$ cat config.mk
export PLATFORM = sky130hd
export DESIGN_NAME = mul_cluster
export DESIGN_NICKNAME = d
export VERILOG_FILES = /design/src/verilog/rv_mul_pkg.sv /design/src/verilog/mul_lane_if.sv /design/src/verilog/mul_cluster.sv /design/src/verilog/mul_collect.sv /design/src/verilog/mul_dispatch.sv /design/src/verilog/mul_unit.sv
export VERILOG_INCLUDE_DIRS = /design/src /design/src/verilog
export SDC_FILE = /design/constraint.sdc
export NUM_CORES = 2
export LEC_CHECK = 0
export BUFFER_PORTS_ARGS = -buffer_cell sky130_fd_sc_hd__buf_2
export CAP_MARGIN = 15
export CORE_ASPECT_RATIO = 0.6
export CORE_MARGIN = 2
export CORE_UTILIZATION = 49
export CTS_CLUSTER_DIAMETER = 50
export DETAILED_ROUTE_END_ITERATION = 10
export GPL_TIMING_DRIVEN = 0
export SYNTH_ARGS = -nofsm -noshare
export SYNTH_HDL_FRONTEND = slang
export SYNTH_SLANG_ARGS = --single-unit
$ cat constraint.sdc
create_clock -name clk -period 7.9 [get_ports clk]
set_input_delay 1.58 -clock clk [delete_from_list [all_inputs] [get_ports clk]]
set_output_delay 1.58 -clock clk [all_outputs]
set_load 0.03 [all_outputs]
$ cat src/verilog/rv_mul_consts.svh
/*
 * Multiply accelerator constants
 * Data width, lane count, result FIFO depth and APB register map
 */
`ifndef RV_MUL_CONSTS_SVH
`define RV_MUL_CONSTS_SVH

// Core data width, 32 or 64
`define XLEN 32

`define MUL_LANES    4  // Parallel multiplier lanes
`define RESULT_DEPTH 8  // Result FIFO entries

// APB register offsets
`define REG_OPA    8'h00
`define REG_OPB    8'h04
`define REG_CMD    8'h08
`define REG_STATUS 8'h0C
`define REG_RESULT 8'h10

`endif
$ cat src/verilog/rv_mul_pkg.sv
/*
 * Multiply accelerator types
 * Shared vectors and enums for the lanes, dispatcher and collector
 */
`default_nettype none

`include "rv_mul_consts.svh"

package rv_mul_pkg;

  typedef logic [`XLEN-1:0] xlen_t;        // Operand or result

  // Encoding matches funct3[1:0] of the M extension
  typedef enum logic [1:0] {
    MUL    = 2'b00,  // Low half
    MULH   = 2'b01,  // High half, signed x signed
    MULHSU = 2'b10,  // High half, signed x unsigned
    MULHU  = 2'b11   // High half, unsigned x unsigned
  } mul_op_e;

  typedef logic [1:0]            lane_idx_t;
  typedef logic [3:0]            fifo_cnt_t;   // 0 to RESULT_DEPTH
  typedef logic [`MUL_LANES-1:0] lane_mask_t;
  typedef logic [7:0]            apb_addr_t;

  // Lane sequencing
  typedef enum logic [1:0] {
    IDLE    = 2'b00,
    COMPUTE = 2'b01,
    DONE    = 2'b10
  } mul_state_e;

endpackage

`default_nettype wire

$ cat src/verilog/mul_lane_if.sv
/*
 * Multiplier lane bus
 * Command from the dispatcher, result and handshake to the collector
 */
`default_nettype none

interface mul_lane_if;
  import rv_mul_pkg::*;

  // Command side
  logic    start;      // One-cycle issue pulse
  mul_op_e op;
  logic    word_op;    // RV64 W form
  xlen_t   operand_a;
  xlen_t   operand_b;

  // Result side
  logic    busy;       // High from load until retire
  xlen_t   result;
  logic    valid;      // Held until ack
  logic    ack;

  modport dispatch (
    output start, op, word_op, operand_a, operand_b,
    input  busy
  );

  modport lane (
    input  start, op, word_op, operand_a, operand_b, ack,
    output busy, result, valid
  );

  modport collect (
    input  valid, result,
    output ack
  );

endinterface

`default_nettype wire

$ cat src/verilog/mul_cluster.sv
/*
 * Multiply accelerator top level
 * APB dispatcher, four multiplier lanes and the in-order result collector
 */
`default_nettype none

`include "rv_mul_consts.svh"

module mul_cluster (
  input  logic                  clk,
  input  logic                  reset_n,
  input  logic                  psel,
  input  logic                  penable,
  input  logic                  pwrite,
  input  rv_mul_pkg::apb_addr_t paddr,
  input  logic [31:0]           pwdata,
  output logic [31:0]           prdata,
  output logic                  pready,
  output logic                  pslverr
);
  import rv_mul_pkg::*;

  mul_lane_if lane_bus [`MUL_LANES] ();

  logic      order_push;
  lane_idx_t order_lane;
  fifo_cnt_t fifo_count;
  xlen_t     result_head;
  logic      fifo_pop;

  mul_dispatch i_dispatch (
    .clk         (clk),
    .reset_n     (reset_n),
    .psel        (psel),
    .penable     (penable),
    .pwrite      (pwrite),
    .paddr       (paddr),
    .pwdata      (pwdata),
    .prdata      (prdata),
    .pready      (pready),
    .pslverr     (pslverr),
    .lanes       (lane_bus),
    .order_push  (order_push),
    .order_lane  (order_lane),
    .fifo_count  (fifo_count),
    .result_head (result_head),
    .fifo_pop    (fifo_pop)
  );

  generate
    for (genvar g = 0; g < `MUL_LANES; g++) begin : g_lane
      mul_unit i_lane (
        .clk     (clk),
        .reset_n (reset_n),
        .lane    (lane_bus[g])
      );
    end
  endgenerate

  mul_collect i_collect (
    .clk         (clk),
    .reset_n     (reset_n),
    .lanes       (lane_bus),
    .order_push  (order_push),
    .order_lane  (order_lane),
    .fifo_pop    (fifo_pop),
    .fifo_count  (fifo_count),
    .result_head (result_head)
  );

endmodule

`default_nettype wire

$ cat src/verilog/mul_collect.sv
/*
 * Result collector
 * Retires lanes in issue order into the result FIFO and serves pops
 */
`default_nettype none

`include "rv_mul_consts.svh"

module mul_collect (
  input  logic                  clk,
  input  logic                  reset_n,
  mul_lane_if.collect           lanes [`MUL_LANES],
  input  logic                  order_push,
  input  rv_mul_pkg::lane_idx_t order_lane,
  input  logic                  fifo_pop,
  output rv_mul_pkg::fifo_cnt_t fifo_count,
  output rv_mul_pkg::xlen_t     result_head
);
  import rv_mul_pkg::*;

  localparam int PTR_W = $clog2(`RESULT_DEPTH);
  localparam int OCNT_W = $clog2(`MUL_LANES) + 1;

  // One lane holds at most one command, so the order queue needs MUL_LANES slots
  lane_idx_t         ord_q [`MUL_LANES];
  lane_idx_t         ord_wr_q;
  lane_idx_t         ord_rd_q;
  logic [OCNT_W-1:0] ord_cnt_q;

  xlen_t             fifo_mem [`RESULT_DEPTH];
  logic [PTR_W-1:0]  wr_ptr_q;
  logic [PTR_W-1:0]  rd_ptr_q;
  fifo_cnt_t         count_q;

  lane_mask_t        valid_vec;
  xlen_t             res_vec [`MUL_LANES];
  lane_idx_t         head_lane;
  logic              take;

  generate
    for (genvar g = 0; g < `MUL_LANES; g++) begin : g_lane
      assign valid_vec[g]  = lanes[g].valid;
      assign res_vec[g]    = lanes[g].result;
      assign lanes[g].ack  = take && (head_lane == lane_idx_t'(g));
    end
  endgenerate

  assign head_lane = ord_q[ord_rd_q];

  // Oldest lane only, and only with room in the FIFO
  assign take = (ord_cnt_q != '0) && valid_vec[head_lane] &&
                (count_q != fifo_cnt_t'(`RESULT_DEPTH));

  always_ff @(posedge clk) begin
    if (order_push) ord_q[ord_wr_q] <= order_lane;
    if (take) fifo_mem[wr_ptr_q] <= res_vec[head_lane];
  end

  always_ff @(posedge clk or negedge reset_n) begin
    if (!reset_n) begin
      ord_wr_q  <= '0;
      ord_rd_q  <= '0;
      ord_cnt_q <= '0;
      wr_ptr_q  <= '0;
      rd_ptr_q  <= '0;
      count_q   <= '0;
    end else begin
      if (order_push) ord_wr_q <= ord_wr_q + 1'b1;
      if (take) ord_rd_q <= ord_rd_q + 1'b1;
      case ({order_push, take})
        2'b10:   ord_cnt_q <= ord_cnt_q + 1'b1;
        2'b01:   ord_cnt_q <= ord_cnt_q - 1'b1;
        default: ;
      endcase

      if (take) wr_ptr_q <= wr_ptr_q + 1'b1;
      if (fifo_pop) rd_ptr_q <= rd_ptr_q + 1'b1;
      case ({take, fifo_pop})
        2'b10:   count_q <= count_q + 1'b1;
        2'b01:   count_q <= count_q - 1'b1;
        default: ;
      endcase
    end
  end

  assign fifo_count  = count_q;
  assign result_head = fifo_mem[rd_ptr_q];

endmodule

`default_nettype wire

$ cat src/verilog/mul_dispatch.sv
/*
 * APB register file and command dispatcher
 * Latches operands, issues commands to the lowest free lane, serves reads
 */
`default_nettype none

`include "rv_mul_consts.svh"

module mul_dispatch (
  input  logic                  clk,
  input  logic                  reset_n,
  input  logic                  psel,
  input  logic                  penable,
  input  logic                  pwrite,
  input  rv_mul_pkg::apb_addr_t paddr,
  input  logic [31:0]           pwdata,
  output logic [31:0]           prdata,
  output logic                  pready,
  output logic                  pslverr,
  mul_lane_if.dispatch          lanes [`MUL_LANES],
  output logic                  order_push,
  output rv_mul_pkg::lane_idx_t order_lane,
  input  rv_mul_pkg::fifo_cnt_t fifo_count,
  input  rv_mul_pkg::xlen_t     result_head,
  output logic                  fifo_pop
);
  import rv_mul_pkg::*;

  xlen_t      opa_q;
  xlen_t      opb_q;
  fifo_cnt_t  outstanding_q;   // Issued but not yet popped
  lane_mask_t busy_vec;
  lane_idx_t  free_idx;
  logic       free_found;
  logic       wr_acc;
  logic       rd_acc;
  logic       cmd_wr;
  logic       issue;
  logic       rd_result;
  logic       empty_err;

  assign wr_acc    = psel && penable && pwrite;
  assign rd_acc    = psel && penable && !pwrite;
  assign cmd_wr    = wr_acc && (paddr == `REG_CMD);
  assign rd_result = rd_acc && (paddr == `REG_RESULT);

  // Lowest-numbered idle lane wins
  always_comb begin
    free_found = 1'b0;
    free_idx   = '0;
    for (int i = `MUL_LANES - 1; i >= 0; i--) begin
      if (!busy_vec[i]) begin
        free_found = 1'b1;
        free_idx   = lane_idx_t'(i);
      end
    end
  end

  assign issue     = cmd_wr && free_found &&
                     (outstanding_q != fifo_cnt_t'(`RESULT_DEPTH));
  assign empty_err = rd_result && (fifo_count == '0);
  assign fifo_pop  = rd_result && (fifo_count != '0);

  assign order_push = issue;
  assign order_lane = free_idx;

  // No wait states, errors flagged in the access phase
  assign pready  = 1'b1;
  assign pslverr = (cmd_wr && !issue) || empty_err;

  generate
    for (genvar g = 0; g < `MUL_LANES; g++) begin : g_lane
      assign busy_vec[g]        = lanes[g].busy;
      assign lanes[g].start     = issue && (free_idx == lane_idx_t'(g));
      assign lanes[g].op        = mul_op_e'(pwdata[1:0]);
      assign lanes[g].word_op   = pwdata[2];
      assign lanes[g].operand_a = opa_q;
      assign lanes[g].operand_b = opb_q;
    end
  endgenerate

  always_ff @(posedge clk) begin
    if (wr_acc && (paddr == `REG_OPA)) opa_q <= xlen_t'(pwdata);
    if (wr_acc && (paddr == `REG_OPB)) opb_q <= xlen_t'(pwdata);
  end

  // Issue and pop never share a cycle, one APB access at a time
  always_ff @(posedge clk or negedge reset_n) begin
    if (!reset_n) begin
      outstanding_q <= '0;
    end else if (issue) begin
      outstanding_q <= outstanding_q + 1'b1;
    end else if (fifo_pop) begin
      outstanding_q <= outstanding_q - 1'b1;
    end
  end

  always_comb begin
    prdata = '0;
    if (rd_acc) begin
      case (paddr)
        `REG_STATUS: begin
          prdata[`MUL_LANES-1:0] = busy_vec;
          prdata[11:8]           = fifo_count;
        end
        `REG_RESULT: if (!empty_err) prdata = result_head[31:0];
        default: ;
      endcase
    end
  end

endmodule

`default_nettype wire

$ cat src/verilog/mul_unit.sv
/*
 * Sequential multiplier lane
 * Add-and-shift over a double-width product for MUL, MULH, MULHSU, MULHU
 * and the RV64 word form, result held until the collector acks it
 */
`default_nettype none

`include "rv_mul_consts.svh"

module mul_unit (
  input  logic    clk,
  input  logic    reset_n,
  mul_lane_if.lane lane
);
  import rv_mul_pkg::*;

  localparam int CNT_W = $clog2(`XLEN + 1);

  mul_state_e state_q;
  logic       busy_q;
  logic       valid_q;

  // Datapath
  logic [2*`XLEN-1:0] product_q;
  logic [2*`XLEN-1:0] mcand_q;
  xlen_t              mplier_q;
  logic [CNT_W-1:0]   cnt_q;
  logic [CNT_W-1:0]   limit;
  logic               neg_q;      // Product sign
  mul_op_e            op_q;
  logic               word_op_q;
  xlen_t              result_q;

  xlen_t              a_in;
  xlen_t              b_in;
  xlen_t              abs_a;
  xlen_t              abs_b;
  logic               negate_a;
  logic               negate_b;
  logic [2*`XLEN-1:0] product_fix;
  xlen_t              sel_res;
  xlen_t              final_res;

  // Word ops only see the low 32 bits
  generate
    if (`XLEN == 64) begin : g_word_in
      assign a_in = lane.word_op ? {32'b0, lane.operand_a[31:0]} : lane.operand_a;
      assign b_in = lane.word_op ? {32'b0, lane.operand_b[31:0]} : lane.operand_b;
    end else begin : g_full_in
      assign a_in = lane.operand_a;
      assign b_in = lane.operand_b;
    end
  endgenerate

  // MULH and MULHSU treat A as signed, only MULH treats B as signed
  assign negate_a = ((lane.op == MULH) || (lane.op == MULHSU)) && a_in[`XLEN-1];
  assign negate_b = (lane.op == MULH) && b_in[`XLEN-1];
  assign abs_a    = negate_a ? (~a_in + 1'b1) : a_in;
  assign abs_b    = negate_b ? (~b_in + 1'b1) : b_in;

  assign limit = word_op_q ? CNT_W'(32) : CNT_W'(`XLEN);

  // Restore sign, then pick a half
  assign product_fix = neg_q ? (~product_q + 1'b1) : product_q;
  assign sel_res     = (op_q == MUL) ? product_fix[`XLEN-1:0]
                                     : product_fix[2*`XLEN-1:`XLEN];

  generate
    if (`XLEN == 64) begin : g_word_out
      assign final_res = word_op_q ? {{32{sel_res[31]}}, sel_res[31:0]} : sel_res;
    end else begin : g_full_out
      assign final_res = sel_res;
    end
  endgenerate

  always_ff @(posedge clk or negedge reset_n) begin
    if (!reset_n) begin
      state_q <= IDLE;
      busy_q  <= 1'b0;
      valid_q <= 1'b0;
    end else begin
      case (state_q)
        IDLE: begin
          if (lane.start) begin
            state_q <= COMPUTE;
            busy_q  <= 1'b1;
          end
        end
        COMPUTE: begin
          if (cnt_q == limit) state_q <= DONE;  // limit+1 passes
        end
        DONE: begin
          if (valid_q && lane.ack) begin      // Retire
            state_q <= IDLE;
            busy_q  <= 1'b0;
            valid_q <= 1'b0;
          end else begin
            valid_q <= 1'b1;
          end
        end
        default: state_q <= IDLE;
      endcase
    end
  end

  always_ff @(posedge clk) begin
    case (state_q)
      IDLE: begin
        if (lane.start) begin
          product_q <= '0;
          mcand_q   <= {{`XLEN{1'b0}}, abs_a};
          mplier_q  <= abs_b;
          cnt_q     <= '0;
          neg_q     <= negate_a ^ negate_b;
          op_q      <= lane.op;
          word_op_q <= lane.word_op;
        end
      end
      COMPUTE: begin
        if (mplier_q[0]) product_q <= product_q + mcand_q;
        mcand_q  <= mcand_q << 1;
        mplier_q <= mplier_q >> 1;
        cnt_q    <= cnt_q + 1'b1;
      end
      DONE: begin
        if (!valid_q) result_q <= final_res;  // Capture once
      end
      default: ;
    endcase
  end

  assign lane.busy   = busy_q;
  assign lane.valid  = valid_q;
  assign lane.result = result_q;

endmodule

`default_nettype wire

==> run summary <==
The DRC marker count from the first detailed-route iteration came out at just over 6000. Of all nets on the critical path, the largest fanout is 10. For this run, global-route usage on met1 was measured as 47.11%. The count of standard-cell rows came out at approximately 100. After clock tree synthesis, the clock-pin slew on the worst setup and hold paths is 0.06 ns. The share of synthesized flip-flops with an asynchronous set or reset came out at 3.165%.

Summing over every cut layer, the via total after detailed routing is approximately 50000. The data required time of the worst path is 6.32 ns. The clock passes through at most 3 buffers.

The final worst clock skew came out at around 0.052 ns. The number of warning messages in the yosys log came out at 0. The count of nets left with antenna violations after detail routing came out at 0. The worst pin sits at a relative slew slack of 5.960%. The critical path is of the in2out type.

The post-layout minimum cycle time came out at 6.125 ns. The wire length per cell after detailed routing came out at 25.27 µm. From bottom edge to top edge, the die measures 289.1 µm. The global-route congestion overflow total came out at 0.

The total setup buffers inserted after CTS came out at 0. Synthesis inferred 1169 register bits. The number of optimization iterations in the first detailed-route pass came out at 6. After synthesis, flip-flops and latches occupy 52.60% of the total area. In this run, the combinational gates consume 19.4% of the power. The first-pass GRT wire length came out at 305900 µm. The number of clock buffers inserted by TritonCTS is 117. STA classifies the critical path endpoint as an output pin. The most used flip-flop cell after synthesis is sky130_fd_sc_hd__edfxtp_1.

TritonCTS built the clock tree. The number of global-route vias before repair came out at between 40000 and 50000. The buffering stage count on the worst path with inverters included came out at 3. The cell area that synthesis handed to floorplanning was 0.06639 mm². The actual slew at the worst max-slew pin is 1.396 ns.

The fraction of met3 tracks used by global routing is under 10%. The net count after synthesis came out at 6418. The number of maximum-capacitance violations came out at 0.

Summed over all cells, the static leakage comes to approximately 27 nW. In this run the tool buffered the top-level ports with 77 buffer cells. Setup repair after global routing left no endpoint under its margin. Cell internal power was estimated by the tool at around 0.012 W.

The global routing usage on met2 is 38.42%. The die outline width came out at 479.2 µm. The top cell type's share of synthesized area came out at 51.20%. STA classifies the critical path startpoint as a primary input. Data on the critical path arrives at its endpoint at 4.54 ns. The count of pins over their slew limit was 0.

The number of endpoints with negative hold slack in the final report is 0. The achievable frequency came out at 163.3 MHz. Sequential cells burn 46.7% of the power. The cell count after synthesis is 6088. The switching power summed over all nets is approximately 0.0051 W.

The critical path goes through buf_2 -> or3_1 -> nor2_1 -> nand2_1 -> or3_1 -> or2_2 -> clkbuf_1 -> a41oi_1 -> o22ai_1 -> buf_2. In this run, distinct cell masters in the synthesized netlist total 85. By area the synthesized netlist is led by sky130_fd_sc_hd__edfxtp_1 (51%), sky130_fd_sc_hd__ha_1 (5.3%), sky130_fd_sc_hd__a21oi_1 (4.5%). The post-route core utilization is a little under three fifths. The most common cell after layout, fill and taps aside is sky130_fd_sc_hd__edfxtp_1. The number of failing setup endpoints in the final timing report came out at 0.

The flow ran to the end, and the final reports show no timing, DRC or antenna violations. The final worst-path cycle share is 77.53%. The placer congestion estimate is 1.032. Of the cells placed in the final design, the portion with a size suffix greater than 1 is 8.322%. The top cell types in the final layout, fill and taps aside, are sky130_fd_sc_hd__edfxtp_1 (1132), sky130_fd_sc_hd__nor2_1 (771), sky130_fd_sc_hd__a21oi_1 (592). After detailed routing, the number of vias per cell comes to 6.084. For this design, the slowest cell found on the critical path is sky130_fd_sc_hd__a41oi_1. The largest single stage delay on the critical path is 0.84 ns. In this run the count of I/O pins placed on the die edge is 79. The cell type contributing the most total cell area after synthesis is sky130_fd_sc_hd__edfxtp_1. The H-tree was split into 3 levels. The highest ir drop seen on vdd came out at 239.8 µV.

Setup total negative slack on the finished layout was measured at 0 ns. The power per cell area is 230.7 mW/mm². The average instance area after synthesis came out at 10.90 µm². The relative area change from synthesis to final layout came out at 11.50%. The post-CTS resize count is 0. The initial antenna violation count is 13. The number of enable flip-flop cells after synthesis is 1132.

The die footprint came out at 0.1385 mm². The tree is rooted in a sky130_fd_sc_hd__clkbuf_16. The clock network is responsible for 33.9% of the overall power.

The worst hold path belongs to the class reg2reg. The residual DRC count is 0. The core region is 0.1343 mm². The starting utilization of the core area came out at 49.44%. The layout has 11710 filler cells. Entering global routing, the biggest net connects 65 pins.

The all-layer global routing usage is 29.70%. At the later pin of the worst-skew pair, clock insertion delay measures approximately 0.79 ns. The family with the most delay on the worst path is simple AND/OR/NAND/NOR gates. The HPWL after detailed placement came out at 160800 µm. The count of nets after finishing is 6679. The net switching share of the total power came out at 30.06%. The count of clock tree sinks came out at 1169. In this run the most used layer during global routing was met1. The final routed wirelength across all metal layers came out at 208700 µm. The count of hold-fix buffers inserted at cts is 0.
## synth_stat cells, types with 87 or more instances
| library cell | instances |
|---|---|
| sky130_fd_sc_hd__a21o_1 | 150 |
| sky130_fd_sc_hd__nor2_1 | 779 |
| sky130_fd_sc_hd__a21oi_1 | 594 |
| sky130_fd_sc_hd__ha_1 | 279 |
| sky130_fd_sc_hd__clkbuf_1 | 274 |
| sky130_fd_sc_hd__xnor2_1 | 299 |
| sky130_fd_sc_hd__inv_1 | 109 |
| sky130_fd_sc_hd__and2_1 | 163 |
| sky130_fd_sc_hd__edfxtp_1 | 1132 |
| sky130_fd_sc_hd__nand2_1 | 449 |
| sky130_fd_sc_hd__nand3_1 | 87 |
| sky130_fd_sc_hd__mux4_2 | 99 |
| sky130_fd_sc_hd__o31ai_1 | 101 |
| sky130_fd_sc_hd__o21ai_0 | 363 |
| sky130_fd_sc_hd__xor2_1 | 265 |
## registers in the layout (all words and copies together) (netlist names), 24 cells and up
signal	cells
g_lane.i_lane.cnt_q	24
g_lane.i_lane.lane.result	128
g_lane.i_lane.mcand_q	256
g_lane.i_lane.mplier_q	128
g_lane.i_lane.product_q	256
i_collect.fifo_mem	256
i_dispatch.lanes.operand_a	32
i_dispatch.lanes.operand_b	32
## worst reg2reg max path, delay by kind of cell, from the launching register on
family | cells | cell delay, ns
XOR/XNOR | 1 | 0.14
buffers and inverters | 1 | 0.22
AO/OA/AOI/OAI | 2 | 1.25
flip-flops | 1 | 0.49
AND/OR/NAND/NOR | 7 | 2.93
## kinds of logic after synthesis
kind of cell / count (synthesis) / synth area share [%]
buffers and inverters: 408 / 2.339
DFF: 1169 / 52.60
muxes: 149 / 4.141
adders and majority gates: 285 / 5.439
other: 1 / 0.005649
and+or+nand+nor: 1965 / 13.90
AOI/OAI and AO/OA: 1547 / 14.14
xor gates and xnor gates: 564 / 7.441
## per-stage QoR
| step | instance area [µm²] | power, W | setup slack (ns) | cells | hold WS (ns) |
|---|---|---|---|---|---|
| 2_1_floorplan | 66400 | 0.01018 | 1.195 | 6088 | 0.4388 |
| 3_3_place_gp | 69040 | 0.01125 | -2.514 | 7967 | 0.4582 |
| 3_5_place_dp | 69990 | 0.01133 | 1.817 | 8026 | 0.4574 |
| 4_1_cts | 73970 | 0.01709 | 1.808 | 8249 | 0.4740 |
| 5_1_grt | 74020 | 0.01775 | 1.548 | 8256 | 0.4825 |
| 6_report | 74020 | 0.01708 | 1.775 | 8259 | 0.4752 |
## per-layer routing
metal | wire [µm] | share of wire [%]
met5 | 25 | 0.012
met3 | 24060 | 12
met1 | 100400 | 48
met2 | 79140 | 38
met4 | 5142 | 2.5
## power groups by stage
stage	Clock, W	Combinational, W	Sequential [W]
5_1_grt	0.00610	0.00363	0.00802
6_report	0.00580	0.00331	0.00797
4_1_cts	0.00586	0.00327	0.00796
3_5_place_dp	0	0.00325	0.00808
3_3_place_gp	0	0.00313	0.00812
2_1_floorplan	0	0.00224	0.00794
## cell type report
| type | instances | area [µm²] | share of cell area, % |
|---|---|---|---|
| tap | 1802 | 2255 | 3.046 |
| clock inverter | 91 | 994.7 | 1.344 |
| timing repair buffer | 142 | 1214 | 1.640 |
| clock buffer | 132 | 2984 | 4.031 |
| antenna | 4 | 10.01 | 0.01352 |
| sequential | 1169 | 34920 | 47.17 |
| multi-input combinational | 4511 | 30100 | 40.66 |
| inverter | 109 | 409.1 | 0.5527 |
| buffer | 299 | 1144 | 1.545 |
## path summary, 6_finish.rpt
path                                                               from                                    endpoint  depth (start not counted)  slack, ns
setup / recovery                                               paddr[5]                                     pslverr                         10       1.78
setup reg to reg           g_lane[2].i_lane.product_q[13]$_SDFFCE_PN0P_  g_lane[2].i_lane.lane.result[29]$_DFFE_PP_                         11       2.51
min in group asynchronous                                       reset_n          i_collect.ord_cnt_q[1]$_DFFE_PN0P_                          1       0.99
max in group asynchronous                                       reset_n     g_lane[0].i_lane.state_q[1]$_DFFE_PN0P_                          1       6.18
hold reg to reg                      i_collect.ord_cnt_q[2]$_DFFE_PN0P_          i_collect.ord_cnt_q[2]$_DFFE_PN0P_                          1       0.48
hold / removal                       i_collect.ord_cnt_q[2]$_DFFE_PN0P_          i_collect.ord_cnt_q[2]$_DFFE_PN0P_                          1       0.48
Note: power is estimated with default switching activity, not from simulation.
